File: config.mk
export PLATFORM = sky130hd
export DESIGN_NAME = gpio_top
export DESIGN_NICKNAME = d
export VERILOG_FILES = /design/src/gpio_pkg.sv /design/src/gpio_cfg_if.sv /design/src/gpio_top.sv /design/src/uart_tx.sv /design/src/gpioa_mux.sv /design/src/gpio_reg_bank.sv
export VERILOG_INCLUDE_DIRS = /design/src
export SDC_FILE = /design/constraint.sdc
export NUM_CORES = 1
export LEC_CHECK = 0
export ABC_AREA = 1
export BUFFER_PORTS_ARGS = -buffer_cell sky130_fd_sc_hd__clkbuf_2
export CAP_MARGIN = 20
export CORE_MARGIN = 4
export CORE_UTILIZATION = 55
export DETAILED_ROUTE_END_ITERATION = 10
export PLACE_DENSITY = 0.84
export SKIP_LAST_GASP = 1
export SLEW_MARGIN = 15
export SYNTH_ARGS = -nofsm -noshare
export SYNTH_HDL_FRONTEND = slang
export SYNTH_SLANG_ARGS = --single-unit
File: constraint.sdc
create_clock -name module_clk -period 3.3 [get_ports module_clk]
set_clock_uncertainty 0.1 [all_clocks]
set_input_delay 0.33 -clock module_clk [delete_from_list [all_inputs] [get_ports module_clk]]
set_output_delay 0.33 -clock module_clk [all_outputs]
set_load 0.05 [all_outputs]
File: src/gpio_cfg.svh
// gpio port a configuration: pin count, register map, mode codes and uart bit rate
`ifndef GPIO_CFG_SVH
`define GPIO_CFG_SVH

// number of port pins
`define GPIO_PINS 16

// register word addresses
`define GPIO_ADDR_OUT  3'd0
`define GPIO_ADDR_DIR  3'd1
`define GPIO_ADDR_MODE 3'd2
`define GPIO_ADDR_AF   3'd3
`define GPIO_ADDR_IN   3'd4
`define GPIO_ADDR_UART 3'd5

// mode code that hands a pin to hardware
`define GPIO_MODE_ALT 2'd2
// alternate select of the uart pair
`define GPIO_AF_UART  2'd0

// clocks per serial bit
`define GPIO_UART_DIV 8

`endif
File: src/gpio_pkg.sv
// gpio port a shared types: port vectors, bus words and state machine encodings
`include "gpio_cfg.svh"

package gpio_pkg;

	// one bit per pin
	typedef logic [`GPIO_PINS-1:0] pin_vec_t;
	// two bits per pin of mode
	typedef logic [2*`GPIO_PINS-1:0] mode_vec_t;
	// two bits per pin of alternate select
	typedef logic [2*`GPIO_PINS-1:0] af_vec_t;

	// register bus
	typedef logic [2:0] bus_addr_t;
	typedef logic [31:0] bus_data_t;

	// one serial byte
	typedef logic [7:0] uart_byte_t;

	// four-phase slave
	typedef enum logic {BUS_IDLE, BUS_ACK} bus_state_e;

	// 8N1 frame sequencing
	typedef enum logic [1:0] {UART_IDLE, UART_START, UART_DATA, UART_STOP} uart_state_e;

endpackage

File: src/gpio_cfg_if.sv
// gpio configuration link between register bank and alternate function mux
`timescale 1ns/100ps

interface gpio_cfg_if;

	// software output levels and drive enables
	gpio_pkg::pin_vec_t sw_out;
	gpio_pkg::pin_vec_t sw_dir;
	// per pin mode and alternate select
	gpio_pkg::mode_vec_t mode;
	gpio_pkg::af_vec_t af;
	// pad levels of software pins, 0 on alternate pins
	gpio_pkg::pin_vec_t pin_in;
	// routed receive level, idle high
	logic uart_rx;

	// register bank side
	modport bank (
		output sw_out, sw_dir, mode, af,
		input pin_in, uart_rx
	);

	// mux side
	modport mux (
		input sw_out, sw_dir, mode, af,
		output pin_in, uart_rx
	);

endinterface

File: src/gpio_top.sv
// gpio port a top: register bank, alternate function mux and uart transmitter
`timescale 1ns/100ps

module gpio_top (
	input  logic                  module_clk,
	input  logic                  module_rstn,
	// register bus
	input  logic                  bus_req,
	input  logic                  bus_we,
	input  gpio_pkg::bus_addr_t   bus_addr,
	input  gpio_pkg::bus_data_t   bus_wdata,
	output gpio_pkg::bus_data_t   bus_rdata,
	output logic                  bus_ack,
	// pads, oe 1 means driven
	output gpio_pkg::pin_vec_t    pad_out,
	output gpio_pkg::pin_vec_t    pad_oe,
	input  gpio_pkg::pin_vec_t    pad_in
);

	// transmitter link
	logic tx_start;
	gpio_pkg::uart_byte_t tx_data;
	logic tx_busy;
	logic tx_line;

	// configuration and read-back between bank and mux
	gpio_cfg_if i_cfg_if ();

	gpio_reg_bank i_reg_bank (
		.module_clk  (module_clk),
		.module_rstn (module_rstn),
		.bus_req     (bus_req),
		.bus_we      (bus_we),
		.bus_addr    (bus_addr),
		.bus_wdata   (bus_wdata),
		.bus_rdata   (bus_rdata),
		.bus_ack     (bus_ack),
		.cfg         (i_cfg_if.bank),
		.tx_start    (tx_start),
		.tx_data     (tx_data),
		.tx_busy     (tx_busy)
	);

	gpioa_mux i_mux (
		.module_clk  (module_clk),
		.module_rstn (module_rstn),
		.cfg         (i_cfg_if.mux),
		.tx_line     (tx_line),
		.pad_out     (pad_out),
		.pad_oe      (pad_oe),
		.pad_in      (pad_in)
	);

	// alternate source for pin 0
	uart_tx i_uart_tx (
		.module_clk  (module_clk),
		.module_rstn (module_rstn),
		.tx_start    (tx_start),
		.tx_data     (tx_data),
		.tx_busy     (tx_busy),
		.tx_line     (tx_line)
	);

endmodule

File: src/uart_tx.sv
// uart transmitter: fixed rate 8N1 frame per start pulse
`timescale 1ns/100ps
`include "gpio_cfg.svh"

module uart_tx (
	input  logic                   module_clk,
	input  logic                   module_rstn,
	input  logic                   tx_start,
	input  gpio_pkg::uart_byte_t   tx_data,
	output logic                   tx_busy,
	output logic                   tx_line
);

	localparam int DIV = `GPIO_UART_DIV;
	localparam int CNT_W = (DIV > 1) ? $clog2(DIV) : 1;

	gpio_pkg::uart_state_e state_q;
	logic [CNT_W-1:0] cnt_q;
	logic [2:0] bit_idx;
	gpio_pkg::uart_byte_t shift_q;
	logic bit_end;

	// last clock of the current bit period
	assign bit_end = (cnt_q == CNT_W'(DIV - 1));
	assign tx_busy = (state_q != gpio_pkg::UART_IDLE);

	// ========================================
	// frame sequencing
	// ========================================

	always_ff @(posedge module_clk or negedge module_rstn)
	begin
		if (!module_rstn)
		begin
			state_q <= gpio_pkg::UART_IDLE;
			cnt_q <= '0;
			bit_idx <= '0;
		end
		else
		begin
			// bit timer runs only inside a frame
			if (!tx_busy || bit_end)
				cnt_q <= '0;
			else
				cnt_q <= cnt_q + 1'b1;
			case (state_q)
				gpio_pkg::UART_IDLE:
					if (tx_start)
						state_q <= gpio_pkg::UART_START;
				gpio_pkg::UART_START:
					if (bit_end)
					begin
						state_q <= gpio_pkg::UART_DATA;
						bit_idx <= '0;
					end
				gpio_pkg::UART_DATA:
					if (bit_end)
					begin
						bit_idx <= bit_idx + 1'b1;
						// eighth data bit done
						if (bit_idx == 3'd7)
							state_q <= gpio_pkg::UART_STOP;
					end
				default:
					if (bit_end)
						state_q <= gpio_pkg::UART_IDLE;
			endcase
		end
	end

	// lsb first
	always_ff @(posedge module_clk)
	begin
		if (!tx_busy && tx_start)
			shift_q <= tx_data;
		else if ((state_q == gpio_pkg::UART_DATA) && bit_end)
			shift_q <= shift_q >> 1;
	end

	// line level per state, high when idle or stop
	always_comb
	begin
		case (state_q)
			gpio_pkg::UART_START: tx_line = 1'b0;
			gpio_pkg::UART_DATA:  tx_line = shift_q[0];
			default:              tx_line = 1'b1;
		endcase
	end

endmodule

File: src/gpioa_mux.sv
// gpio port a alternate function mux for per pin software or hardware pad control
`timescale 1ns/100ps
`include "gpio_cfg.svh"

module gpioa_mux (
	input  logic                 module_clk,
	input  logic                 module_rstn,
	// from register bank
	gpio_cfg_if.mux              cfg,
	// uart transmit level for pin 0
	input  logic                 tx_line,
	// pads
	output gpio_pkg::pin_vec_t   pad_out,
	output gpio_pkg::pin_vec_t   pad_oe,
	input  gpio_pkg::pin_vec_t   pad_in
);

	// 1 hardware control, 0 software control
	gpio_pkg::pin_vec_t hw_ctl;
	// registered alternate select of pins 0 and 1
	logic [3:0] hw_af;
	logic uart_tx_sel;
	logic uart_rx_sel;

	// ========================================
	// mode and select registers
	// ========================================

	always_ff @(posedge module_clk or negedge module_rstn)
	begin
		if (!module_rstn)
		begin
			hw_ctl <= '0;
			hw_af <= '0;
		end
		else
		begin
			// decode each two-bit mode field
			for (int i = 0; i < `GPIO_PINS; i++)
			begin
				hw_ctl[i] <= (cfg.mode[2*i +: 2] == `GPIO_MODE_ALT);
			end
			hw_af <= cfg.af[3:0];
		end
	end

	// uart pair only on pins 0 and 1 with select 0
	assign uart_tx_sel = hw_ctl[0] && (hw_af[1:0] == `GPIO_AF_UART);
	assign uart_rx_sel = hw_ctl[1] && (hw_af[3:2] == `GPIO_AF_UART);

	// ========================================
	// pad routing
	// ========================================

	always_comb
	begin
		for (int i = 0; i < `GPIO_PINS; i++)
		begin
			if (hw_ctl[i])
			begin
				// unused alternate functions park the pad
				pad_out[i] = 1'b0;
				pad_oe[i] = 1'b0;
				cfg.pin_in[i] = 1'b0;
			end
			else
			begin
				pad_out[i] = cfg.sw_out[i];
				pad_oe[i] = cfg.sw_dir[i];
				cfg.pin_in[i] = pad_in[i];
			end
		end
		// pin 0 driven by the transmitter
		if (uart_tx_sel)
		begin
			pad_out[0] = tx_line;
			pad_oe[0] = 1'b1;
		end
	end

	// pin 1 is input only with the enable left off
	assign cfg.uart_rx = uart_rx_sel ? pad_in[1] : 1'b1;

endmodule

File: src/gpio_reg_bank.sv
// gpio register bank: four-phase bus slave, port registers, uart launch, input sync
`timescale 1ns/100ps
`include "gpio_cfg.svh"

module gpio_reg_bank (
	input  logic                   module_clk,
	input  logic                   module_rstn,
	// register bus
	input  logic                   bus_req,
	input  logic                   bus_we,
	input  gpio_pkg::bus_addr_t    bus_addr,
	input  gpio_pkg::bus_data_t    bus_wdata,
	output gpio_pkg::bus_data_t    bus_rdata,
	output logic                   bus_ack,
	// towards the mux
	gpio_cfg_if.bank               cfg,
	// transmitter launch
	output logic                   tx_start,
	output gpio_pkg::uart_byte_t   tx_data,
	input  logic                   tx_busy
);

	gpio_pkg::bus_state_e state_q;
	gpio_pkg::pin_vec_t in_meta;
	gpio_pkg::pin_vec_t in_sync;
	logic rx_meta;
	logic rx_sync;
	gpio_pkg::bus_data_t rd_val;
	logic access;

	// ========================================
	// handshake
	// ========================================

	// new request seen while idle
	assign access = (state_q == gpio_pkg::BUS_IDLE) && bus_req;
	assign bus_ack = (state_q == gpio_pkg::BUS_ACK);

	always_ff @(posedge module_clk or negedge module_rstn)
	begin
		if (!module_rstn)
			state_q <= gpio_pkg::BUS_IDLE;
		else if (access)
			state_q <= gpio_pkg::BUS_ACK;
		// hold ack until master lets go of req
		else if (bus_ack && !bus_req)
			state_q <= gpio_pkg::BUS_IDLE;
	end

	// ========================================
	// port registers and uart launch
	// ========================================

	always_ff @(posedge module_clk or negedge module_rstn)
	begin
		if (!module_rstn)
		begin
			cfg.sw_out <= '0;
			cfg.sw_dir <= '0;
			cfg.mode <= '0;
			cfg.af <= '0;
			tx_start <= 1'b0;
		end
		else
		begin
			// single cycle pulse
			tx_start <= 1'b0;
			if (access && bus_we)
			begin
				case (bus_addr)
					`GPIO_ADDR_OUT:  cfg.sw_out <= bus_wdata[`GPIO_PINS-1:0];
					`GPIO_ADDR_DIR:  cfg.sw_dir <= bus_wdata[`GPIO_PINS-1:0];
					`GPIO_ADDR_MODE: cfg.mode <= bus_wdata;
					`GPIO_ADDR_AF:   cfg.af <= bus_wdata;
					// dropped while a frame is on the line
					`GPIO_ADDR_UART: tx_start <= !tx_busy;
					default: ;
				endcase
			end
		end
	end

	// byte and read data only sampled when qualified
	always_ff @(posedge module_clk)
	begin
		if (access && bus_we && (bus_addr == `GPIO_ADDR_UART) && !tx_busy)
			tx_data <= bus_wdata[7:0];
		if (access)
			bus_rdata <= bus_we ? '0 : rd_val;
	end

	// ========================================
	// read mux and input synchronizers
	// ========================================

	always_comb
	begin
		case (bus_addr)
			`GPIO_ADDR_OUT:  rd_val = gpio_pkg::bus_data_t'(cfg.sw_out);
			`GPIO_ADDR_DIR:  rd_val = gpio_pkg::bus_data_t'(cfg.sw_dir);
			`GPIO_ADDR_MODE: rd_val = cfg.mode;
			`GPIO_ADDR_AF:   rd_val = cfg.af;
			`GPIO_ADDR_IN:   rd_val = gpio_pkg::bus_data_t'(in_sync);
			// bit 0 busy, bit 1 rx level
			`GPIO_ADDR_UART: rd_val = {30'd0, rx_sync, tx_busy};
			default:         rd_val = '0;
		endcase
	end

	// two flops, rx rests at idle high
	always_ff @(posedge module_clk or negedge module_rstn)
	begin
		if (!module_rstn)
		begin
			in_meta <= '0;
			in_sync <= '0;
			rx_meta <= 1'b1;
			rx_sync <= 1'b1;
		end
		else
		begin
			in_meta <= cfg.pin_in;
			in_sync <= in_meta;
			rx_meta <= cfg.uart_rx;
			rx_sync <= rx_meta;
		end
	end

endmodule

==> flow_metrics.tcl <==
set metrics [dict create \
    ys_types 30 \
    cts_tree "built" \
    synthArstFlopShare_pct 76.9 \
    path_max_fanout 8 \
    die-area_um2 17600 \
    clock-sinks 208 \
    leakage_nw 5.14 \
    met2RoutedLength_um 9820 \
    path_cells "inv_1 -> ha_1 -> nor2_1 -> a21oi_1 -> o22ai_1 -> clkbuf_2" \
    cap_violations 0 \
    seq_area_frac_synth_pct 63.6 \
    postCtsHoldBufs 35 \
    postSynthAreaPerCell_um2 10.0 \
    total_power_mw 9.16 \
    syn_nets 917 \
    multiInputGateArea_um2 2400 \
    dr.pass1.iters 5 \
    wirelength_um 20000 \
    core_um2 15300 \
    io_buffers 119 \
    rows 45 \
    cts-root-buf "clkbuf_16" \
    met3WireLength_um 1360 \
    synth-seq-cells 208 \
    grt_overflow_total 0 \
    slowest_stage "dfrtp_1" \
    startpoint_type "flip-flop" \
    timing.slew.headroom_pct 43.8 \
    cts_buffers 22 \
    synth_area_um2 8570 \
    power_density_nw_per_um2 884 \
    crit_family "buffers and inverters" \
    num-fill-cells 1114 \
    drc 0 \
    path_class "reg2out" \
    grt_pass1_vias 6523 \
    seq_area_um2 5450 \
    diodes 0 \
    initial_core_util_pct 56.2 \
    place.gp.congestion 0.819 \
    syn2layout_area_growth_pct 20.9 \
    grt_max_degree 93 \
    critical_path_buf_inv_count 2 \
    finalWorstSetupSlack_ps 1030 \
    die_h_um 133 \
    tns_ps 0 \
    final_nets 1068 \
    hp-class "in2reg" \
    grt_use_total_pct 23.0 \
    timing.fmax_mhz 440 \
    place_ws_ps 830 \
    vdd_drop_max_v 0.000481 \
    drv_slew 0 \
    drt_iter0_drc 503 \
    num_io_pins 120 \
    hpwl_um 12300 \
    cts_resized 0 \
    worst_ep_arrival_time_ps 1840 \
    layout-drive-gt1-share_pct 19.9 \
    h-tree-depth 1 \
    die_w_um 133 \
    insertion_delay_ps 490 \
    worst_ep_required_time_ps 2870 \
    vias 6436 \
    cts_buffer_depth 3 \
    clk_pin_slew_worst_paths_ps 60 \
    top_layer "met4" \
    cp-end-kind "output pin" \
    slowest_delay_ps 370 \
    setup_viol 0 \
    synth_edf_count 48 \
    synth_top_flop_cell "dfrtp_1" \
    avgViaCountPerCell 5.22 \
    detail-route-antenna-nets 0 \
    yosys_warnings 0 \
    grt_setup_unrepaired "no" \
    routedWlPerCell_um 16.3 \
    post_cts_buffers 0 \
    syn_inst 854 \
    fin_crit_sh_pct 68.8 \
    min_period_ps 2270 \
    wl_met1_um 8290 \
    worst_pin_slew_ps 843 \
    grt_pass1_wl_um 32900 \
    antenna_found_initial 1 \
    finalHoldViolCount 0 \
    status "completed" \
]
-- registers in the layout (all words and copies together), names as in the netlist, 2 cells and up --
name and flops:
i_mux.hw_af 4, i_uart_tx.shift_q 8, i_uart_tx.cnt_q 3, i_reg_bank.tx_data 8, i_uart_tx.bit_idx 3, i_reg_bank.bus_rdata 32, i_mux.hw_ctl 16, i_reg_bank.in_meta 16
i_uart_tx.state_q 2, i_reg_bank.in_sync 16, i_reg_bank.cfg.sw_out 16, i_reg_bank.cfg.mode 32, i_reg_bank.cfg.sw_dir 16, i_reg_bank.cfg.af 32
-- cells by family (layout without fill, tap and decap cells) --
family	count (synthesis)	after routing	share of synthesized area [%]
AND/OR/NAND/NOR	348	348	17.0
flip-flops	208	208	63.6
buffers and inverters	152	319	8.44
AO/OA/AOI/OAI	131	131	8.91
adder cells (fa/ha/maj)	8	8	1.17
multiplexers	7	7	0.920
-- area by class of cell --
type,count,share of cell area [%]
clock inverters,2,0.338
well taps,211,2.55
multi-input cells,494,23.2
repair buffers,165,10.1
clock buffers,38,7.08
flip-flops and latches,208,52.6
inverters,114,4.13
-- stage by stage --
stage	std cells	instance area, um2	hold WS [ps]	util (%)
after floorplan	854	8570	-65.6	-
after global placement	1156	9230	232	60.5
after detailed placement	1156	9230	235	60.5
after CTS	1231	10400	1.31	67.8
after global routing	1232	10400	9.93	67.9
final	1232	10400	0.873	67.9
-- layout by cell type (no fill, tap or decap), types with 8 or more instances in the layout --
| cell | netlist | layout |
|---|---|---|
| clkbuf_16 | 0 | 24 |
| buf_4 | 7 | 9 |
| nor2_1 | 121 | 120 |
| inv_1 | 110 | 110 |
| edfxtp_1 | 48 | 48 |
| o21ai_2 | 17 | 17 |
| dlygate4sd3_1 | 0 | 36 |
| clkbuf_8 | 0 | 8 |
| a22oi_1 | 16 | 16 |
| nand3_1 | 46 | 46 |
| clkbuf_2 | 0 | 118 |
| dfrtp_1 | 158 | 158 |
| nand2_1 | 162 | 162 |
| o21ai_1 | 65 | 65 |
| nand4_1 | 9 | 9 |
| o21ai_0 | 27 | 27 |
-- final timing paths --
check | cells past startpoint | end | startpoint | slack [ps]
worst max register to register | 7 | i_reg_bank.cfg.af[12]$_DFFE_PN0P_ | i_reg_bank.bus_ack$_DFFE_PN0P_ | 1280
max in group asynchronous | 3 | i_reg_bank.rx_meta$_DFF_PN1_ | module_rstn | 1800
min in group asynchronous | 2 | i_reg_bank.in_meta[2]$_DFF_PN0_ | module_rstn | 380
worst min-delay path | 3 | i_reg_bank.cfg.af[31]$_DFFE_PN0P_ | bus_wdata[31] | 0.9
worst min register to register | 0 | i_reg_bank.in_sync[8]$_DFF_PN0_ | i_reg_bank.in_meta[8]$_DFF_PN0_ | 250
worst max-delay path | 6 | pad_out[0] | i_uart_tx.state_q[0]$_DFFE_PN0P_ | 1030
-- cells in the mapped netlist (2+ instances only) --
master / n / area share, %
nand2_1: 162 / 7.1
dfrtp_1: 158 / 46
nor2_1: 121 / 5.3
inv_1: 110 / 4.8
o21ai_1: 65 / 3.8
edfxtp_1: 48 / 17
nand3_1: 46 / 2.7
o21ai_0: 27 / 1.6
o21ai_2: 17 / 1.7
a22oi_1: 16 / 1.4
buf_6: 15 / 2.0
buf_2: 11 / 0.64
nand4_1: 9 / 0.66
ha_1: 8 / 1.2
buf_4: 7 / 0.61
mux2_2: 7 / 0.92
a21oi_1: 4 / 0.23
clkbuf_1: 4 / 0.18
inv_2: 4 / 0.18
nand2_4: 3 / 0.39
dfstp_2: 2 / 0.61
nor3_1: 2 / 0.12
-- layer usage --
layer  track usage, %  vias to the layer above
li1                 -                     3037
met1             31.2                     3113
met2             37.8                      247
met3             4.11                       39
met4             7.79                        0
met5                0                        -
-- power breakdown --
group	internal, mW	switching [mW]	leakage [nW]
combinational	0.704	1.88	2.26
clock	1.58	0.959	0.378
sequential	3.48	0.553	2.50
-- tightest hold or removal path, stage by stage --
cell and delay (ps):
clkbuf_2 80, inv_1 70, o21ai_1 70
Power figures use the tool's default switching activity.
